`src/hw/htif_cfg.svh`:
```
`ifndef HTIF_CFG_SVH
`define HTIF_CFG_SVH

// ---------------------------------------------------------------------------
// Widths and queue depth
// ---------------------------------------------------------------------------
`define HTIF_WORD_W      32
`define HTIF_BEAT_W      16
`define HTIF_ID_W        12
`define HTIF_ADDR_W      12
`define HTIF_FIFO_DEPTH  32

// Register indices, address bits 6:2
`define HTIF_REG_DCOUNT  5'd0   // Read: outbound level
`define HTIF_REG_RFIFO   5'd1   // Read: outbound head, pops
`define HTIF_REG_WFIFO   5'd0   // Write: inbound push
`define HTIF_REG_RESET   5'd31  // Write: cpu_reset pulse

`endif

```
`src/hw/htif_pkg.sv`:
```
`include "htif_cfg.svh"

package htif_pkg;

  typedef logic [`HTIF_WORD_W-1:0] htif_word_t;
  typedef logic [`HTIF_BEAT_W-1:0] host_beat_t;
  typedef logic [`HTIF_ID_W-1:0]   axi_id_t;
  typedef logic [`HTIF_ADDR_W-1:0] bus_addr_t;
  typedef logic [4:0]              reg_index_t;

  // One extra bit so a full queue fits
  typedef logic [$clog2(`HTIF_FIFO_DEPTH):0] fifo_level_t;

  typedef enum logic [1:0] {
    WR_IDLE,
    WR_WRITE,
    WR_ACK
  } wr_state_t;

  typedef enum logic {
    RD_IDLE,
    RD_READ
  } rd_state_t;

endpackage

```
`src/hw/out_queue_if.sv`:
```
`timescale 1ns/1ns

// Outbound queue as seen from the register bridge
interface out_queue_if
  import htif_pkg::*;
();

  htif_word_t  head;   // Oldest packed word
  fifo_level_t level;  // Words held
  logic        avail;  // Head is valid
  logic        pop;    // Drop the head

  modport queue (
    output head, level, avail,
    input  pop
  );

  modport bridge (
    input  head, level, avail,
    output pop
  );

endinterface

```
`src/hw/htif_word_fifo.sv`:
```
`timescale 1ns/1ns
`include "htif_cfg.svh"

module htif_word_fifo
  import htif_pkg::*;
#(
  parameter int DEPTH = `HTIF_FIFO_DEPTH
)
(
  input  logic        userclk2,
  input  logic        reset,
  input  logic        wr_en,
  input  htif_word_t  din,
  input  logic        rd_en,
  output htif_word_t  dout,
  output logic        empty,
  output logic        full,
  output fifo_level_t level
);

  localparam int PTR_W = $clog2(DEPTH);

  htif_word_t       mem [DEPTH];
  logic [PTR_W-1:0] rd_ptr;
  logic [PTR_W-1:0] wr_ptr;

  assign dout  = mem[rd_ptr];  // Head visible without a read
  assign empty = (level == '0);
  assign full  = (level == fifo_level_t'(DEPTH));

  always_ff @(posedge userclk2)
  begin
    if (wr_en)
      mem[wr_ptr] <= din;
  end

  // ---------------------------------------------------------------------------
  // Pointers and level
  // ---------------------------------------------------------------------------
  always_ff @(posedge userclk2)
  begin
    if (reset)
    begin
      rd_ptr <= '0;
      wr_ptr <= '0;
      level  <= '0;
    end
    else
    begin
      if (wr_en)
        wr_ptr <= wr_ptr + 1'b1;  // Wraps, DEPTH is a power of two
      if (rd_en)
        rd_ptr <= rd_ptr + 1'b1;
      case ({wr_en, rd_en})
        2'b10:   level <= level + 1'b1;
        2'b01:   level <= level - 1'b1;
        default: level <= level;  // Idle or write and read together
      endcase
    end
  end

  // Both neighbours must watch full and empty
  a_no_overflow: assert property (@(posedge userclk2) disable iff (reset) wr_en |-> !full)
    else $error("htif_word_fifo: write while full");
  a_no_underflow: assert property (@(posedge userclk2) disable iff (reset) rd_en |-> !empty)
    else $error("htif_word_fifo: read while empty");

endmodule

```
`src/hw/host_in_path.sv`:
```
`timescale 1ns/1ns
`include "htif_cfg.svh"

module host_in_path
  import htif_pkg::*;
(
  input  logic       userclk2,
  input  logic       reset,
  input  logic       push,
  input  htif_word_t push_word,
  output logic       room,
  output logic       host_in_valid,
  input  logic       host_in_ready,
  output host_beat_t host_in_bits
);

  htif_word_t head;
  logic       empty;
  logic       full;
  logic       hi_half;    // Low half already sent
  logic       beat_xfer;

  htif_word_fifo in_fifo_i (
    .userclk2 (userclk2),
    .reset    (reset),
    .wr_en    (push),
    .din      (push_word),
    .rd_en    (beat_xfer && hi_half),  // Pop after the high half
    .dout     (head),
    .empty    (empty),
    .full     (full),
    .level    ()
  );

  assign room          = !full;
  assign host_in_valid = !empty;
  assign beat_xfer     = host_in_valid && host_in_ready;

  // Low half first, then high half
  assign host_in_bits = hi_half ? head[`HTIF_WORD_W-1:`HTIF_BEAT_W]
                                : head[`HTIF_BEAT_W-1:0];

  always_ff @(posedge userclk2)
  begin
    if (reset)
      hi_half <= 1'b0;
    else if (beat_xfer)
      hi_half <= !hi_half;
  end

endmodule

```
`src/hw/host_out_path.sv`:
```
`timescale 1ns/1ns

module host_out_path
  import htif_pkg::*;
(
  input  logic        userclk2,
  input  logic        reset,
  input  logic        host_out_valid,
  output logic        host_out_ready,
  input  host_beat_t  host_out_bits,
  out_queue_if.queue  q
);

  host_beat_t low_beat;   // First beat of the pair
  logic       have_low;
  logic       beat_xfer;
  logic       word_wr;
  logic       empty;
  logic       full;

  // A beat only counts on a real handshake
  assign host_out_ready = !full;
  assign beat_xfer      = host_out_valid && host_out_ready;
  assign word_wr        = beat_xfer && have_low;

  // ---------------------------------------------------------------------------
  // Beat pairing
  // ---------------------------------------------------------------------------
  always_ff @(posedge userclk2)
  begin
    if (beat_xfer && !have_low)
      low_beat <= host_out_bits;
  end

  always_ff @(posedge userclk2)
  begin
    if (reset)
      have_low <= 1'b0;
    else if (beat_xfer)
      have_low <= !have_low;
  end

  htif_word_fifo out_fifo_i (
    .userclk2 (userclk2),
    .reset    (reset),
    .wr_en    (word_wr),
    .din      ({host_out_bits, low_beat}),  // Second beat in the high half
    .rd_en    (q.pop),
    .dout     (q.head),
    .empty    (empty),
    .full     (full),
    .level    (q.level)
  );

  assign q.avail = !empty;

endmodule

```
`src/hw/htif_reg_bridge.sv`:
```
`timescale 1ns/1ns
`include "htif_cfg.svh"

module htif_reg_bridge
  import htif_pkg::*;
(
  input  logic        userclk2,
  input  logic        reset,
  // Write address
  input  logic        awvalid,
  output logic        awready,
  input  bus_addr_t   awaddr,
  input  axi_id_t     awid,
  // Write data
  input  logic        wvalid,
  output logic        wready,
  input  htif_word_t  wdata,
  // Write response
  output logic        bvalid,
  input  logic        bready,
  output axi_id_t     bid,
  // Read address
  input  logic        arvalid,
  output logic        arready,
  input  bus_addr_t   araddr,
  input  axi_id_t     arid,
  // Read data
  output logic        rvalid,
  input  logic        rready,
  output logic        rlast,
  output htif_word_t  rdata,
  output axi_id_t     rid,
  // Inbound queue
  output logic        push,
  output htif_word_t  push_word,
  input  logic        room,
  out_queue_if.bridge q,
  output logic        cpu_reset
);

  wr_state_t  wr_state;
  rd_state_t  rd_state;
  reg_index_t wr_index;
  reg_index_t rd_index;
  axi_id_t    wr_id;
  axi_id_t    rd_id;
  logic       do_write;

  // ---------------------------------------------------------------------------
  // Write side
  // ---------------------------------------------------------------------------
  // Index 0 holds off while the inbound queue is full
  assign do_write  = (wr_state == WR_WRITE) && ((wr_index != `HTIF_REG_WFIFO) || room);
  assign awready   = do_write;
  assign wready    = do_write;
  assign push      = do_write && (wr_index == `HTIF_REG_WFIFO);
  assign push_word = wdata;  // Still held, wready not yet given
  assign cpu_reset = do_write && (wr_index == `HTIF_REG_RESET);
  assign bvalid    = (wr_state == WR_ACK);
  assign bid       = wr_id;

  always_ff @(posedge userclk2)
  begin
    if (wr_state == WR_IDLE)
    begin
      wr_index <= awaddr[6:2];
      wr_id    <= awid;
    end
  end

  always_ff @(posedge userclk2)
  begin
    if (reset)
      wr_state <= WR_IDLE;
    else
      case (wr_state)
        WR_IDLE:  if (awvalid && wvalid) wr_state <= WR_WRITE;
        WR_WRITE: if (do_write) wr_state <= WR_ACK;
        WR_ACK:   if (bready) wr_state <= WR_IDLE;
        default:  wr_state <= WR_IDLE;
      endcase
  end

  // ---------------------------------------------------------------------------
  // Read side
  // ---------------------------------------------------------------------------
  assign arready = (rd_state == RD_IDLE);
  assign rvalid  = (rd_state == RD_READ);
  assign rlast   = rvalid;  // Single beat
  assign rid     = rd_id;
  assign rdata   = (rd_index == `HTIF_REG_DCOUNT) ? htif_word_t'(q.level) : q.head;
  assign q.pop   = rvalid && rready && (rd_index == `HTIF_REG_RFIFO) && q.avail;

  always_ff @(posedge userclk2)
  begin
    if (arready && arvalid)
    begin
      rd_index <= araddr[6:2];
      rd_id    <= arid;
    end
  end

  always_ff @(posedge userclk2)
  begin
    if (reset)
      rd_state <= RD_IDLE;
    else if (rd_state == RD_IDLE && arvalid)
      rd_state <= RD_READ;
    else if (rd_state == RD_READ && rready)
      rd_state <= RD_IDLE;
  end

  // Responses stay up until the master takes them
  a_bvalid_hold: assert property (@(posedge userclk2) disable iff (reset)
                                  bvalid && !bready |=> bvalid && (bid == $past(bid)))
    else $error("htif_reg_bridge: bvalid dropped before bready");
  a_rvalid_hold: assert property (@(posedge userclk2) disable iff (reset)
                                  rvalid && !rready |=> rvalid && (rid == $past(rid)))
    else $error("htif_reg_bridge: rvalid dropped before rready");

endmodule

```
`src/hw/htif_top.sv`:
```
`timescale 1ns/1ns

module htif_top
  import htif_pkg::*;
(
  input  logic       userclk2,
  input  logic       reset,
  input  logic       awvalid,
  output logic       awready,
  input  bus_addr_t  awaddr,
  input  axi_id_t    awid,
  input  logic       wvalid,
  output logic       wready,
  input  htif_word_t wdata,
  output logic       bvalid,
  input  logic       bready,
  output axi_id_t    bid,
  input  logic       arvalid,
  output logic       arready,
  input  bus_addr_t  araddr,
  input  axi_id_t    arid,
  output logic       rvalid,
  input  logic       rready,
  output logic       rlast,
  output htif_word_t rdata,
  output axi_id_t    rid,
  output logic       cpu_reset,
  // Host side
  output logic       host_in_valid,
  input  logic       host_in_ready,
  output host_beat_t host_in_bits,
  input  logic       host_out_valid,
  output logic       host_out_ready,
  input  host_beat_t host_out_bits
);

  logic       push;
  htif_word_t push_word;
  logic       room;

  out_queue_if out_q_i ();

  htif_reg_bridge reg_bridge_i (
    .userclk2 (userclk2), .reset (reset),
    .awvalid (awvalid), .awready (awready), .awaddr (awaddr), .awid (awid),
    .wvalid (wvalid), .wready (wready), .wdata (wdata),
    .bvalid (bvalid), .bready (bready), .bid (bid),
    .arvalid (arvalid), .arready (arready), .araddr (araddr), .arid (arid),
    .rvalid (rvalid), .rready (rready), .rlast (rlast), .rdata (rdata), .rid (rid),
    .push (push), .push_word (push_word), .room (room),
    .q (out_q_i), .cpu_reset (cpu_reset)
  );

  // Bus writes to host
  host_in_path host_in_i (
    .userclk2 (userclk2), .reset (reset),
    .push (push), .push_word (push_word), .room (room),
    .host_in_valid (host_in_valid), .host_in_ready (host_in_ready),
    .host_in_bits (host_in_bits)
  );

  // Host to bus reads
  host_out_path host_out_i (
    .userclk2 (userclk2), .reset (reset),
    .host_out_valid (host_out_valid), .host_out_ready (host_out_ready),
    .host_out_bits (host_out_bits), .q (out_q_i)
  );

endmodule

```
`config.mk`:
```
export PLATFORM = sky130hd
export DESIGN_NAME = htif_top
export DESIGN_NICKNAME = d
export VERILOG_FILES = /design/src/hw/htif_pkg.sv /design/src/hw/out_queue_if.sv /design/src/hw/htif_word_fifo.sv /design/src/hw/host_in_path.sv /design/src/hw/host_out_path.sv /design/src/hw/htif_reg_bridge.sv /design/src/hw/htif_top.sv
export VERILOG_INCLUDE_DIRS = /design/src /design/src/hw
export SDC_FILE = /design/constraint.sdc
export NUM_CORES = 2
export LEC_CHECK = 0
export BUFFER_PORTS_ARGS = -buffer_cell sky130_fd_sc_hd__buf_2
export CORE_UTILIZATION = 42
export CTS_CLUSTER_DIAMETER = 80
export CTS_CLUSTER_SIZE = 12
export DETAILED_ROUTE_END_ITERATION = 12
export GPL_ROUTABILITY_DRIVEN = 0
export GPL_TIMING_DRIVEN = 0
export SETUP_SLACK_MARGIN = 0.2
export SLEW_MARGIN = 20
export SYNTH_ARGS = -nofsm -noshare
export SYNTH_HDL_FRONTEND = slang
export SYNTH_SLANG_ARGS = --single-unit
export TNS_END_PERCENT = 5
```
`constraint.sdc`:
```
create_clock -name userclk2 -period 5.9 [get_ports userclk2]
set_input_delay 0.59 -clock userclk2 [delete_from_list [all_inputs] [get_ports userclk2]]
set_output_delay 0.59 -clock userclk2 [all_outputs]
set_load 0.01 [all_outputs]
```
==> summary by stage <==
Route
The first-iteration detailed-routing DRC count is 4419. The detail route stage leaves a number of antenna-violating nets equal to 0. The wire length per cell after detailed routing is 30.7 um. The wire length reported by the detailed router is 208000 um.

In the routed design, unresolved DRC markers number 0. The first detailed-routing pass ran for 5 iterations. The post-detailed-route via-to-cell ratio is 5.89. Detailed routing inserted a total of 39900 vias.

Floorplanning
Measured along the x axis, the die boundary spans 444 um. The initial utilization of the core area, before any placement, comes to 42.4%. The die covers 197000 sq um.

The die is 444 um tall. The floorplan has 161 rows. The floorplan step defined a core boundary enclosing 193000 sq um.

Pin placement for this block handled 186 I/O pins.

Setup path
Together, buffers and inverters on the worst path number 4. The worst endpoint required time is 5.31 ns. The type of the setup path with the least slack is register to output pin.

In this run the critical register-to-register path is launched from host_out_i.out_fifo_i.level[0]. The highest net fanout along the worst path is 10. The slack of the worst reg-to-reg path is 2.02 ns. For the worst flop-to-flop path, the logic depth is 7. The worst setup path is launched from a register. The worst flop-to-flop path endpoint is host_out_i.out_fifo_i.mem[6][18]. The arrival time at the worst endpoint is 4.87 ns. Traced cell by cell, the critical path runs through clkbuf_1, buf_2, clkbuf_1, mux4_2, o22ai_1, nor3_1, o221ai_1, o21ai_1, buf_2. The family with the most delay on the worst path is buffers and inverters. The largest incremental delay on the critical path is 0.88 ns. The nature of the critical path endpoint is an output pin. The slowest stage of the critical path is the sky130_fd_sc_hd__clkbuf_1 cell.

STA
At the pin with the least slew margin, the transition time is 1.13 ns. The peak clock frequency supported by timing is 183 MHz. Setup violations remaining at the end of the flow were counted as 0. The final critical path time including I/O delays and setup is 5.46 ns. Across all setup checks in the final design, the least slack found is 0.442 ns. On the final layout, the worst hold slack is 0.0727 ns.

Dividing the final minimum period by the clock period gives 92.5%. The hold violation total from the final report is 0. The number of pins with negative max-slew slack in the final report is 0. The worst max-slew margin expressed relative to the limit is 24.9%. The worst clock skew is 0.0280 ns. Setup repair after global routing left no endpoint under its margin. The final-layout setup total negative slack is 0 ns.

Final layout
The fraction of layout cells with a size suffix above 1 is 28.6%. In the final design database the tool counted 4320 nets. In the layout the commonest cells are sky130_fd_sc_hd__edfxtp_1 (2098), sky130_fd_sc_hd__mux4_2 (530), sky130_fd_sc_hd__buf_2 (238), sky130_fd_sc_hd__clkbuf_16 (202), sky130_fd_sc_hd__clkbuf_1 (140). The synthesis-to-finish area growth is 15.5%. After routing the design area is 94600 sq um. The library cell used most frequently in the layout, excluding fill and tap cells, is sky130_fd_sc_hd__edfxtp_1.

Logic synthesis
After synthesis, the mean cell area works out to 22.2 sq um. The total standard cell area after synthesis is 81900 sq um. The share of synthesized registers carrying an async set or reset is 0%. The count of cell types in the netlist is 62.

The most used flip-flop cell after synthesis is sky130_fd_sc_hd__edfxtp_1. Of the synthesized area, sequential elements account for 78.1%. Yosys mapped a number of flops with a built-in enable equal to 2098. The register bit count reported by yosys is 2145. Synthesis handed over a netlist of 3689 instances. The Yosys step of the flow raised 0 warnings. When the netlist entered floorplanning its net count stood at 3810.

Hold path
The instance count along the most critical hold path is 3. In this run the most critical hold path is launched from bready. In this run the worst hold path is classified as input pin to register. The worst hold path endpoint is reg_bridge_i.wr_state[1].

Placement
Port buffering added 171 buffers. Once placement finished, the instance area stood at 88800 sq um. The post-detailed-placement half-perimeter wirelength is 139000 um. Before CTS, the worst setup slack after placement is 1.30 ns.

Global route
The number of antenna violations at the first check in global routing is 5. The via count of the first global-routing pass was 40500. The final global-route overflow total is 0. For this run, the total global-route usage over all layers was measured as 21.3%. The global-route wire length before repair is 299000 um.

The largest net degree at the start of global routing is 34.

Power
For this design the static power due to leakage is 28.6 nW. Dividing total power by cell area gives a power density of 304 nW/um^2. The maximum VDD drop is 313 uV.

Job
The max-capacitance violation count is 0.

Clock tree
The later-pin clock latency in the skew report is 0.84 ns. The buffers inserted during post-CTS setup optimization is 0. The hold-fix buffer count after cts is 34. The clock tree from TritonCTS is built. After clock tree synthesis, the clock-pin slew on the worst setup and hold paths is 0.06 ns.

The total clock sinks is 2145. In this run the number of H-tree levels came out at 4. The CTS buffer count is 199. The number of instances resized during post-cts repair is 0.

The tree is rooted in a sky130_fd_sc_hd__clkbuf_16. The largest buffer count on any clock path is 3.

Run status
The run finished with clean final reports.
power by group:
part           switching [mW]  leakage [nW]  internal [mW]  total, mW
logic                   0.292          6.69          0.101      0.393
clock network            5.31          2.62           6.16       11.5
registers              0.0694          19.3           16.8       16.8
total                    5.67          28.6           23.0       28.7
synthesized netlist by cell type (all sizes together) (7+ instances only):
master | n | share of area (%)
nor2 | 152 | 0.70
o22ai | 57 | 0.44
mux2 | 31 | 0.43
nor2b | 44 | 0.34
buf | 106 | 0.69
inv | 15 | 0.069
nand2b | 10 | 0.076
o211ai | 15 | 0.14
clkbuf | 106 | 0.49
xor2 | 18 | 0.19
nand3 | 18 | 0.11
mux2i | 32 | 0.39
a21oi | 45 | 0.28
edfxtp | 2098 | 77
a211oi | 22 | 0.21
nand4 | 7 | 0.053
mux4 | 530 | 15
nand2 | 87 | 0.41
o21ai | 28 | 0.17
or3 | 12 | 0.092
a22o | 26 | 0.28
o41ai | 20 | 0.21
o221ai | 20 | 0.21
a2111oi | 15 | 0.16
o22a | 14 | 0.15
dfxtp | 47 | 1.1
nor3 | 38 | 0.23
nand3b | 8 | 0.073
ha | 16 | 0.24
sequential cells by signal, summed over array words and instances (netlist names), named ones only:
name / count
host_in_i.in_fifo_i.mem: 1024
host_out_i.out_fifo_i.mem: 1024
host_out_i.low_beat: 16
reg_bridge_i.bid: 12
reg_bridge_i.rid: 12
host_in_i.in_fifo_i.level: 6
host_out_i.out_fifo_i.level: 6
host_in_i.in_fifo_i.rd_ptr: 5
host_in_i.in_fifo_i.wr_ptr: 5
host_out_i.out_fifo_i.rd_ptr: 5
host_out_i.out_fifo_i.wr_ptr: 5
reg_bridge_i.rd_index: 5
reg_bridge_i.wr_index: 5
reg_bridge_i.wr_state: 2
host_in_i.hi_half: 1
host_out_i.have_low: 1
reg_bridge_i.rlast: 1
metal layers:
layer	up-vias	wire length (um)	share of wire, %	global-route usage (%)
met5	-	13	0.0062	0
met3	284	14400	6.9	3.43
met1	21600	84700	41	29.2
met4	2	6210	3.0	6.52
met2	1576	103000	49	35.1
li1	16500	-	-	-
kinds of logic (layout without fill, tap and decap cells):
family	count (synthesis)	count (layout)	synth area share, %
buffers and inverters	227	791	1.25
and+or+nand+nor	396	396	2.27
muxes	593	593	15.4
xor gates and xnor gates	24	24	0.257
adders and majority gates	16	16	0.244
other	0	1	0
AOI/OAI and AO/OA	288	288	2.50
DFF	2145	2145	78.1
through the flow:
| stage | cells | util (%) | power [mW] |
|---|---|---|---|
| floorplan | 3689 | - | 17.2 |
| global placement | 6386 | 44.5 | 17.5 |
| detailed placement | 6487 | 46.0 | 17.5 |
| CTS | 6776 | 48.9 | 28.9 |
| global route | 6779 | 48.9 | 29.5 |
| finish | 6780 | 48.9 | 28.7 |
area by class of cell:
cell class | count | area (sq um)
antenna | 1 | 2.50
buffer | 212 | 968
clock buffer | 238 | 5190
clock inverter | 17 | 195
fill | 15300 | 98600
inverter | 15 | 56.3
multi-input combinational | 1317 | 17400
sequential | 2145 | 63900
tap | 2526 | 3160
timing repair buffer | 309 | 3630
worst register-to-register path: stages, from the launching register on:
cell                       delay [ns]
sky130_fd_sc_hd__dfxtp_1         0.33
sky130_fd_sc_hd__clkbuf_1        0.39
sky130_fd_sc_hd__nor4b_1         0.18
sky130_fd_sc_hd__a211oi_1        0.77
sky130_fd_sc_hd__nand2_1         0.72
sky130_fd_sc_hd__nor2_4          0.75
sky130_fd_sc_hd__buf_16          0.25
sky130_fd_sc_hd__buf_16          0.17
worst max-delay path by stage:
stage                                        start                           endpoint  cells after the start
floorplan                 reg_bridge_i.wr_index[1]     host_in_i.in_fifo_i.mem[20][0]                      6
global placement    host_out_i.out_fifo_i.level[0]  host_out_i.out_fifo_i.mem[20][18]                      5
detailed placement                        register                    host_in_bits[6]                      9
CTS                                       register                    host_in_bits[6]                      9
global route                              register                    host_in_bits[9]                     10
finish                                    register                    host_in_bits[6]                      9
Power figures use the tool's default switching activity.
